`src/pmp_pkg.sv`:
```
`default_nettype none

package pmp_pkg;

    //////////////////////////////////////////////////////////////////////
    // PMP configuration view
    //////////////////////////////////////////////////////////////////////

    // pmpaddr holds physical address bits 33:2
    localparam int PMP_ADDR_W = 32;

    // Address matching mode, only TOR is decoded by the checker
    typedef enum logic [1:0] {
        PMP_OFF   = 2'b00,
        PMP_TOR   = 2'b01,
        PMP_NA4   = 2'b10,
        PMP_NAPOT = 2'b11
    } pmp_amode_e;

    // One pmpcfg byte
    typedef struct packed {
        logic       lock;
        logic [1:0] rsvd;
        pmp_amode_e mode;
        logic       x;
        logic       w;
        logic       r;
    } pmp_cfg_entry_t;

    // Written as a word, read back as four entries
    // Entry k sits in byte k
    typedef union packed {
        logic [31:0]               word;
        pmp_cfg_entry_t [3:0]      entry;
    } pmpcfg_word_u;

    // Checker view of all regions
    typedef struct packed {
        pmp_cfg_entry_t [15:0]          cfg;
        logic [15:0][PMP_ADDR_W-1:0]    addr;
    } pmp_csr_t;

endpackage

`default_nettype wire

```
`src/mmu_pmp_req_pkg.sv`:
```
`default_nettype none

package mmu_pmp_req_pkg;

    //////////////////////////////////////////////////////////////////////
    // Request and response traffic
    //////////////////////////////////////////////////////////////////////

    localparam int PADDR_W = 34;

    // 01 is not a checked access
    typedef enum logic [1:0] {
        ACC_FETCH = 2'b00,
        ACC_RSVD  = 2'b01,
        ACC_STORE = 2'b10,
        ACC_LOAD  = 2'b11
    } access_type_e;

    typedef enum logic [1:0] {
        PRIV_U = 2'b00,
        PRIV_S = 2'b01,
        PRIV_M = 2'b11
    } priv_mode_e;

    // Exception codes
    localparam logic [4:0] MCAUSE_NONE  = 5'd0;
    localparam logic [4:0] MCAUSE_FETCH = 5'd1;
    localparam logic [4:0] MCAUSE_LOAD  = 5'd5;
    localparam logic [4:0] MCAUSE_STORE = 5'd7;

    // 48 bits
    typedef struct packed {
        logic [3:0]         way;
        logic [5:0]         index;
        logic [PADDR_W-1:0] paddr;
        priv_mode_e         mode;
        access_type_e       acc;
    } pmp_req_t;

    // 51 bits
    typedef struct packed {
        logic [3:0]         way;
        logic [5:0]         index;
        logic [4:0]         mcause;
        access_type_e       acc;
        logic [PADDR_W-1:0] paddr;
    } pmp_resp_t;

endpackage

`default_nettype wire

```
`src/pmp_csr_regs.sv`:
```
`timescale 1ns/1ps
`default_nettype none

module pmp_csr_regs
    import pmp_pkg::*;
#(
    parameter int N_REGIONS = 16
) (
    input  wire logic        clk,
    input  wire logic        rstn,
    input  wire logic        i_csr_we,
    input  wire logic [4:0]  i_csr_sel,
    input  wire logic [31:0] i_csr_wdata,
    output pmp_csr_t         o_csr
);

    localparam int         N_CFG_WORDS   = N_REGIONS / 4;
    localparam logic [4:0] ADDR_SEL_BASE = 5'd4;

    pmpcfg_word_u          cfg_q  [N_CFG_WORDS];
    logic [PMP_ADDR_W-1:0] addr_q [N_REGIONS];

    //////////////////////////////////////////////////////////////////////
    // Register writes
    //////////////////////////////////////////////////////////////////////

    // Selector 0..3 picks a pmpcfg word, 4..19 a pmpaddr
    always_ff @(posedge clk) begin
        if (!rstn) begin
            for (int i = 0; i < N_CFG_WORDS; i++) begin
                cfg_q[i] <= '0;
            end
            for (int i = 0; i < N_REGIONS; i++) begin
                addr_q[i] <= '0;
            end
        end else if (i_csr_we) begin
            for (int i = 0; i < N_CFG_WORDS; i++) begin
                if (i_csr_sel == 5'(i)) begin
                    cfg_q[i].word <= i_csr_wdata;
                end
            end
            for (int i = 0; i < N_REGIONS; i++) begin
                if (i_csr_sel == ADDR_SEL_BASE + 5'(i)) begin
                    addr_q[i] <= i_csr_wdata;
                end
            end
        end
    end

    // Unpack each word into per-region entries
    always_comb begin
        o_csr = '0;
        for (int k = 0; k < N_REGIONS; k++) begin
            o_csr.cfg[k]  = cfg_q[k / 4].entry[k % 4];
            o_csr.addr[k] = addr_q[k];
        end
    end

endmodule

`default_nettype wire

```
`src/pmp_region_match.sv`:
```
`timescale 1ns/1ps
`default_nettype none

module pmp_region_match
    import pmp_pkg::*;
    import mmu_pmp_req_pkg::*;
#(
    parameter int N_REGIONS = 16
) (
    input  wire logic [PADDR_W-1:0]   i_paddr,
    input  wire pmp_csr_t             i_csr,
    output logic [N_REGIONS-1:0]      o_hit
);

    // Word address compared against pmpaddr
    logic [PMP_ADDR_W-1:0] addr_word;

    assign addr_word = i_paddr[PADDR_W-1:2];

    // TOR window is [pmpaddr[k-1], pmpaddr[k])
    for (genvar k = 0; k < N_REGIONS; k++) begin : g_region
        logic [PMP_ADDR_W-1:0] bottom;

        if (k == 0) begin : g_base
            assign bottom = '0;
        end else begin : g_prev
            assign bottom = i_csr.addr[k-1];
        end

        assign o_hit[k] = (i_csr.cfg[k].mode == PMP_TOR)
                        && (addr_word >= bottom)
                        && (addr_word < i_csr.addr[k]);
    end

endmodule

`default_nettype wire

```
`src/mmu_pmp_match_stage.sv`:
```
`timescale 1ns/1ps
`default_nettype none

module mmu_pmp_match_stage
    import pmp_pkg::*;
    import mmu_pmp_req_pkg::*;
#(
    parameter int N_REGIONS = 16
) (
    input  wire logic                 clk,
    input  wire logic                 rstn,
    // Request side
    input  wire logic                 i_req_drive,
    output logic                      o_req_free,
    input  wire pmp_req_t             i_req,
    // Live CSR view
    input  wire pmp_csr_t             i_csr,
    // Towards check stage
    output logic                      o_drive,
    input  wire logic                 i_free,
    output pmp_req_t                  o_req,
    output logic [N_REGIONS-1:0]      o_hit
);

    logic     valid_q;
    pmp_req_t req_q;

    // Room when empty or the held item leaves this edge
    assign o_req_free = !valid_q || i_free;

    always_ff @(posedge clk) begin
        if (!rstn) begin
            valid_q <= 1'b0;
        end else if (o_req_free) begin
            valid_q <= i_req_drive;
        end
    end

    always_ff @(posedge clk) begin
        if (i_req_drive && o_req_free) begin
            req_q <= i_req;
        end
    end

    assign o_drive = valid_q;
    assign o_req   = req_q;

    pmp_region_match #(
        .N_REGIONS (N_REGIONS)
    ) region_match_i (
        .i_paddr (req_q.paddr),
        .i_csr   (i_csr),
        .o_hit   (o_hit)
    );

endmodule

`default_nettype wire

```
`src/mmu_pmp_check_stage.sv`:
```
`timescale 1ns/1ps
`default_nettype none

module mmu_pmp_check_stage
    import pmp_pkg::*;
    import mmu_pmp_req_pkg::*;
#(
    parameter int N_REGIONS = 16
) (
    input  wire logic                 clk,
    input  wire logic                 rstn,
    // From match stage
    input  wire logic                 i_drive,
    output logic                      o_free,
    input  wire pmp_req_t             i_req,
    input  wire [N_REGIONS-1:0]       i_hit,
    input  wire pmp_csr_t             i_csr,
    // Response side
    output logic                      o_resp_drive,
    input  wire logic                 i_resp_free,
    output pmp_resp_t                 o_resp
);

    logic           valid_q;
    pmp_req_t       req_q;
    pmp_cfg_entry_t entry_q;
    pmp_cfg_entry_t entry_sel;
    logic           checked;
    logic [4:0]     mcause;

    //////////////////////////////////////////////////////////////////////
    // Priority select and capture
    //////////////////////////////////////////////////////////////////////

    // Lowest index wins, no hit leaves no permissions
    always_comb begin
        entry_sel = '0;
        for (int k = N_REGIONS - 1; k >= 0; k--) begin
            if (i_hit[k]) begin
                entry_sel = i_csr.cfg[k];
            end
        end
    end

    assign o_free = !valid_q || i_resp_free;

    always_ff @(posedge clk) begin
        if (!rstn) begin
            valid_q <= 1'b0;
        end else if (o_free) begin
            valid_q <= i_drive;
        end
    end

    always_ff @(posedge clk) begin
        if (i_drive && o_free) begin
            req_q   <= i_req;
            entry_q <= entry_sel;
        end
    end

    //////////////////////////////////////////////////////////////////////
    // Permission check
    //////////////////////////////////////////////////////////////////////

    // M mode is only bound by locked entries
    assign checked = entry_q.lock || (req_q.mode != PRIV_M);

    always_comb begin
        mcause = MCAUSE_NONE;
        if (checked) begin
            case (req_q.acc)
                ACC_FETCH: if (!entry_q.x) mcause = MCAUSE_FETCH;
                ACC_STORE: if (!entry_q.w) mcause = MCAUSE_STORE;
                ACC_LOAD:  if (!entry_q.r) mcause = MCAUSE_LOAD;
                default:   mcause = MCAUSE_NONE;
            endcase
        end
    end

    assign o_resp_drive  = valid_q;
    assign o_resp.way    = req_q.way;
    assign o_resp.index  = req_q.index;
    assign o_resp.mcause = mcause;
    assign o_resp.acc    = req_q.acc;
    assign o_resp.paddr  = req_q.paddr;

endmodule

`default_nettype wire

```
`src/mmu_pmp_top.sv`:
```
`timescale 1ns/1ps
`default_nettype none

module mmu_pmp_top
    import pmp_pkg::*;
    import mmu_pmp_req_pkg::*;
#(
    parameter int N_REGIONS = 16
) (
    input  wire logic        clk,
    input  wire logic        rstn,
    // Request side
    input  wire logic        i_req_drive,
    output logic             o_req_free,
    input  wire pmp_req_t    i_req,
    // Response side
    output logic             o_resp_drive,
    input  wire logic        i_resp_free,
    output pmp_resp_t        o_resp,
    // CSR write port
    input  wire logic        i_csr_we,
    input  wire logic [4:0]  i_csr_sel,
    input  wire logic [31:0] i_csr_wdata
);

    pmp_csr_t             csr;
    logic                 mid_drive;
    logic                 mid_free;
    pmp_req_t             mid_req;
    logic [N_REGIONS-1:0] mid_hit;

    pmp_csr_regs #(
        .N_REGIONS (N_REGIONS)
    ) csr_regs_i (
        .clk         (clk),
        .rstn        (rstn),
        .i_csr_we    (i_csr_we),
        .i_csr_sel   (i_csr_sel),
        .i_csr_wdata (i_csr_wdata),
        .o_csr       (csr)
    );

    mmu_pmp_match_stage #(
        .N_REGIONS (N_REGIONS)
    ) match_stage_i (
        .clk         (clk),
        .rstn        (rstn),
        .i_req_drive (i_req_drive),
        .o_req_free  (o_req_free),
        .i_req       (i_req),
        .i_csr       (csr),
        .o_drive     (mid_drive),
        .i_free      (mid_free),
        .o_req       (mid_req),
        .o_hit       (mid_hit)
    );

    mmu_pmp_check_stage #(
        .N_REGIONS (N_REGIONS)
    ) check_stage_i (
        .clk          (clk),
        .rstn         (rstn),
        .i_drive      (mid_drive),
        .o_free       (mid_free),
        .i_req        (mid_req),
        .i_hit        (mid_hit),
        .i_csr        (csr),
        .o_resp_drive (o_resp_drive),
        .i_resp_free  (i_resp_free),
        .o_resp       (o_resp)
    );

endmodule

`default_nettype wire

```
`config.mk`:
```
export PLATFORM = sky130hd
export DESIGN_NAME = mmu_pmp_top
export DESIGN_NICKNAME = d
export VERILOG_FILES = /design/src/pmp_pkg.sv /design/src/mmu_pmp_req_pkg.sv /design/src/pmp_csr_regs.sv /design/src/pmp_region_match.sv /design/src/mmu_pmp_match_stage.sv /design/src/mmu_pmp_check_stage.sv /design/src/mmu_pmp_top.sv
export SDC_FILE = /design/constraint.sdc
export NUM_CORES = 1
export LEC_CHECK = 0
export BUFFER_PORTS_ARGS = -buffer_cell sky130_fd_sc_hd__buf_2
export CAP_MARGIN = 20
export CORE_UTILIZATION = 45
export CTS_BUF_LIST = sky130_fd_sc_hd__clkbuf_16
export CTS_CLUSTER_SIZE = 8
export DETAILED_ROUTE_END_ITERATION = 12
export PLACE_DENSITY = 0.69
export SYNTH_ARGS = -nofsm -noshare
export SYNTH_HDL_FRONTEND = slang
export SYNTH_SLANG_ARGS = --single-unit
export TNS_END_PERCENT = 5
```
`constraint.sdc`:
```
create_clock -name clk -period 3.6 [get_ports clk]
set_input_delay 0.36 -clock clk [delete_from_list [all_inputs] [get_ports clk]]
set_output_delay 0.36 -clock clk [all_outputs]
set_load 0.05 [all_outputs]
```
==> reports/qor.csv <==
stage,metric,value,unit
critical_path,crit_arrival,4060,ps
global_routing,grt_overflow,0,
critical_path,slowest_delay,610,ps
sta,setup_viol,3,
global_routing,first_global_vias,26952,
global_routing,grt_usage,24.2,%
floorplan,coreArea,0.0838,mm²
synth,ys.flop_type,edfxtp_1,
critical_path,crit_start,match_stage_i.o_req[15]$_DFFE_PP_,
synth,synth.area.top_cells,"edfxtp_1 (56%), ha_1 (17%), inv_1 (5.5%), nor2_1 (4.9%), a21oi_1 (2.0%)",
clocking,h-tree-depth,3,
synth,yosysWarnings,0,
sta,grt_setup_unrepaired,true,
critical_path,cp_cell_sequence,buf_6 > ha_4 > nand4_1 > or4_4 > nor4_4 > buf_4 > o31ai_4 > and4b_1 > o21ba_4 > a221o_2 > nand4_1 > and4_4 > o21ai_2,
sta,hold_viol_final,0,
synth,postSynth.asyncResetShare,0,%
sta,fin_hold_ws,108,ps
synth,synth_top_area_cell,edfxtp_1,
finish,area_delta_synth_final,18.2,%
critical_path,slowest_stage,or4_4,
pwr,power_density,469,mW/mm²
critical_path,crit_path_end_kind,flip-flop,
clocking,clk_pin_slew_worst_paths,50,ps
hold_path,whs_path_depth,3,
floorplan,row_count,106,
floorplan,start_util,45.5,%
sta,fin_skew,44.6,ps
sta,setup-tns-final,-61.3,ps
critical_path,crit_family,simple AND/OR/NAND/NOR gates,
critical_path,path_depth,13,
drt,vias,26928,
floorplan,die_area,0.0860,mm²
critical_path,path_buf_inv,2,
floorplan,die_w,293,µm
clocking,clockBufferDepth,3,
critical_path,worstPathMaxFanout,5,
pwr,ir_drop,0.400,mV
clocking,root_buffer,clkbuf_16,
finish,n_fill_cell,7105,
placed_design,port_buffers,140,
critical_path,cp-endpoint,check_stage_i.entry_q[0]$_DFFE_PP_,
global_routing,grt_pass1_wl,156,mm
pwr,leakagePower,19.6,nW
global_routing,antenna_found_initial,2,
synth,avgSynthCellArea,11.3,µm²
sta,post-route-min-period,3640,ps
sta,slew_viol_final,0,
critical_path,r2r_end,check_stage_i.entry_q[0]$_DFFE_PP_,
placed_design,dp.final_hpwl,72.8,mm
finish,multi_input_area,0.0146,mm²
job,maxCapViolations,0,
drt,wirelength,104,mm
floorplan,die_h,293,µm
critical_path,reg2reg_depth,13,
synth,synth_edf_count,708,
synth,synth-seq-cells,710,
critical_path,cp.required,4020,ps
synth,synthCells,3375,
synth,syn_area,0.0382,mm²
drt,routedWlPerCell,21.1,µm
finish,drive_gt1_share,14.9,%
clocking,tritoncts,yes,
outcome,violations,negative setup slack,
clocking,cts_made_buffers,99,
clocking,cts.sinks,710,
critical_path,criticalPathCategory,reg2reg,
synth,synth_top_cell_area_share,55.7,%
sta,final.period_utilization,101,%
sta,tightest_slew,1120,ps
placed_design,dp_slack,-332,ps
drt,drt_iter0_drc,1837,
floorplan,ios,143,
finish,seqCellArea,0.0213,mm²
drt,drt_pre_antenna_iters,5,
sta,fin_ws,-41.3,ps
drt,drc,0,
drt,vias_per_cell,5.48,
synth,yosysMostFrequentCell,edfxtp_1,
sta,slew_headroom,24.9,%
synth,synth-seq-area-share,55.8,%
critical_path,r2r_start,match_stage_i.o_req[15]$_DFFE_PP_,
hold_path,hold_path.class,in2reg,
drt,ant_nets,0,
placed_design,gp_congestion,0.981,
critical_path,crit_path_frequent_cell,nand4_1,
synth,ys_types,79,
global_routing,grt_max_degree,53,
sta,fmax,275,MHz
clocking,insertion_delay,670,ps
finish,nets,4350,
critical_path,crit_path_start_kind,flip-flop,
outcome,status,"complete, but fails checks",
synth,synthTopCellsByCount,"edfxtp_1 (708), inv_1 (559), ha_1 (511)",
critical_path,r2r_slack,-40,ps
-- layout make-up --
type                       count  area share (%)
inverter                     559            4.65
antenna                        3          0.0166
timing repair buffer         403            6.62
multi-input combinational   1976            32.3
clock inverter                25           0.494
clock buffer                 100            5.55
tap                         1134            3.14
sequential                   710            47.2
-- cell usage in the layout, fill, tap and decap left out, drive strengths merged, types with 5 or more instances in the layout --
cell / n
a2111oi: 11
a211o: 5
a211oi: 33
a21o: 34
a21oi: 153
a221o: 10
a221oi: 7
a31o: 6
and2: 8
and3: 18
and4: 17
buf: 354
clkbuf: 100
clkinv: 8
dlygate4sd3: 49
edfxtp: 708
ha: 511
inv: 576
nand2: 141
nand2b: 17
nand3: 57
nand3b: 5
nand4: 83
nor2: 498
nor2b: 22
nor3: 48
nor3b: 9
nor4: 23
o2111ai: 13
o211ai: 28
o21a: 21
o21ai: 106
o31ai: 6
or3: 11
-- worst min path at each step --
stage / start / to / slack (ps)
2_1_floorplan: match_stage_i.o_req[4]$_DFFE_PP_ / check_stage_i.o_resp[0]$_DFFE_PP_ / 400
3_3_place_gp: match_stage_i.o_req[2]$_DFFE_PP_ / check_stage_i.req_q[2]$_DFFE_PP_ / 400
3_5_place_dp: match_stage_i.o_req[42]$_DFFE_PP_ / check_stage_i.o_resp[45]$_DFFE_PP_ / 400
4_1_cts: i_resp_free / check_stage_i.o_resp_drive$_SDFFE_PN0P_ / 80
5_1_grt: i_resp_free / check_stage_i.o_resp_drive$_SDFFE_PN0P_ / 110
6_report: i_resp_free / check_stage_i.o_resp_drive$_SDFFE_PN0P_ / 110
-- timing repair --
action                                  CTS  global route
endpoints found under the setup margin    4             4
cloned                                    0             1
setup buffers                             4             5
endpoints found under the hold margin    49             0
hold buffers                             49             0
resized for setup                        31            60
pin swaps                                18            33
-- layer usage --
metal  global-route usage (%)  up-vias  wire, µm
met5                        0        -         0
met3                     3.47      253      6250
li1                         -    12673         -
met2                     41.1      905     49800
met1                     30.5    13097     42600
met4                     11.2        0      4930
-- stage by stage --
| stage | power (mW) | instance area [µm²] | instances | utilization, % |
|---|---|---|---|---|
| after CTS | 21.2 | 44800 | 4901 | 53.4 |
| after floorplan | 11.7 | 38200 | 3376 | - |
| after global placement | 12.7 | 41400 | 4723 | 49.4 |
| after detailed placement | 12.7 | 41400 | 4723 | 49.4 |
| after global routing | 21.9 | 45100 | 4907 | 53.8 |
| final | 21.2 | 45100 | 4910 | 53.8 |
-- sequential cells by signal, summed over array words and instances, names as in the netlist --
name	cells
match_stage_i.o_req	48
check_stage_i.req_q	2
csr_regs_i.addr_q	512
check_stage_i.entry_q	4
match_stage_i.o_drive	1
csr_regs_i.cfg_q	96
check_stage_i.o_resp	46
check_stage_i.o_resp_drive	1
-- report_power, final --
group / leakage (nW) / internal [mW] / total [mW] / switching (mW)
combinational: 11.4 / 1.10 / 2.94 / 1.84
sequential: 6.79 / 9.66 / 9.82 / 0.156
clock: 1.38 / 4.92 / 8.41 / 3.49
total: 19.6 / 15.7 / 21.2 / 5.49
-- worst reg2reg max path: stages, from the launching register on --
cell,delay (ps)
edfxtp_1,410
buf_6,170
ha_4,270
nand4_1,130
or4_4,610
nor4_4,350
buf_4,190
o31ai_4,70
and4b_1,220
o21ba_4,210
a221o_2,350
nand4_1,110
and4_4,240
o21ai_2,50
-- cell families after synthesis --
logic type,share of synthesized area (%)
and+or+nand+nor,11.9
DFF,55.8
buffers and inverters,7.29
adders and majority gates,16.8
AOI/OAI and AO/OA,8.22
muxes,0.0262
other,0.00983
Power figures use the tool's default switching activity.
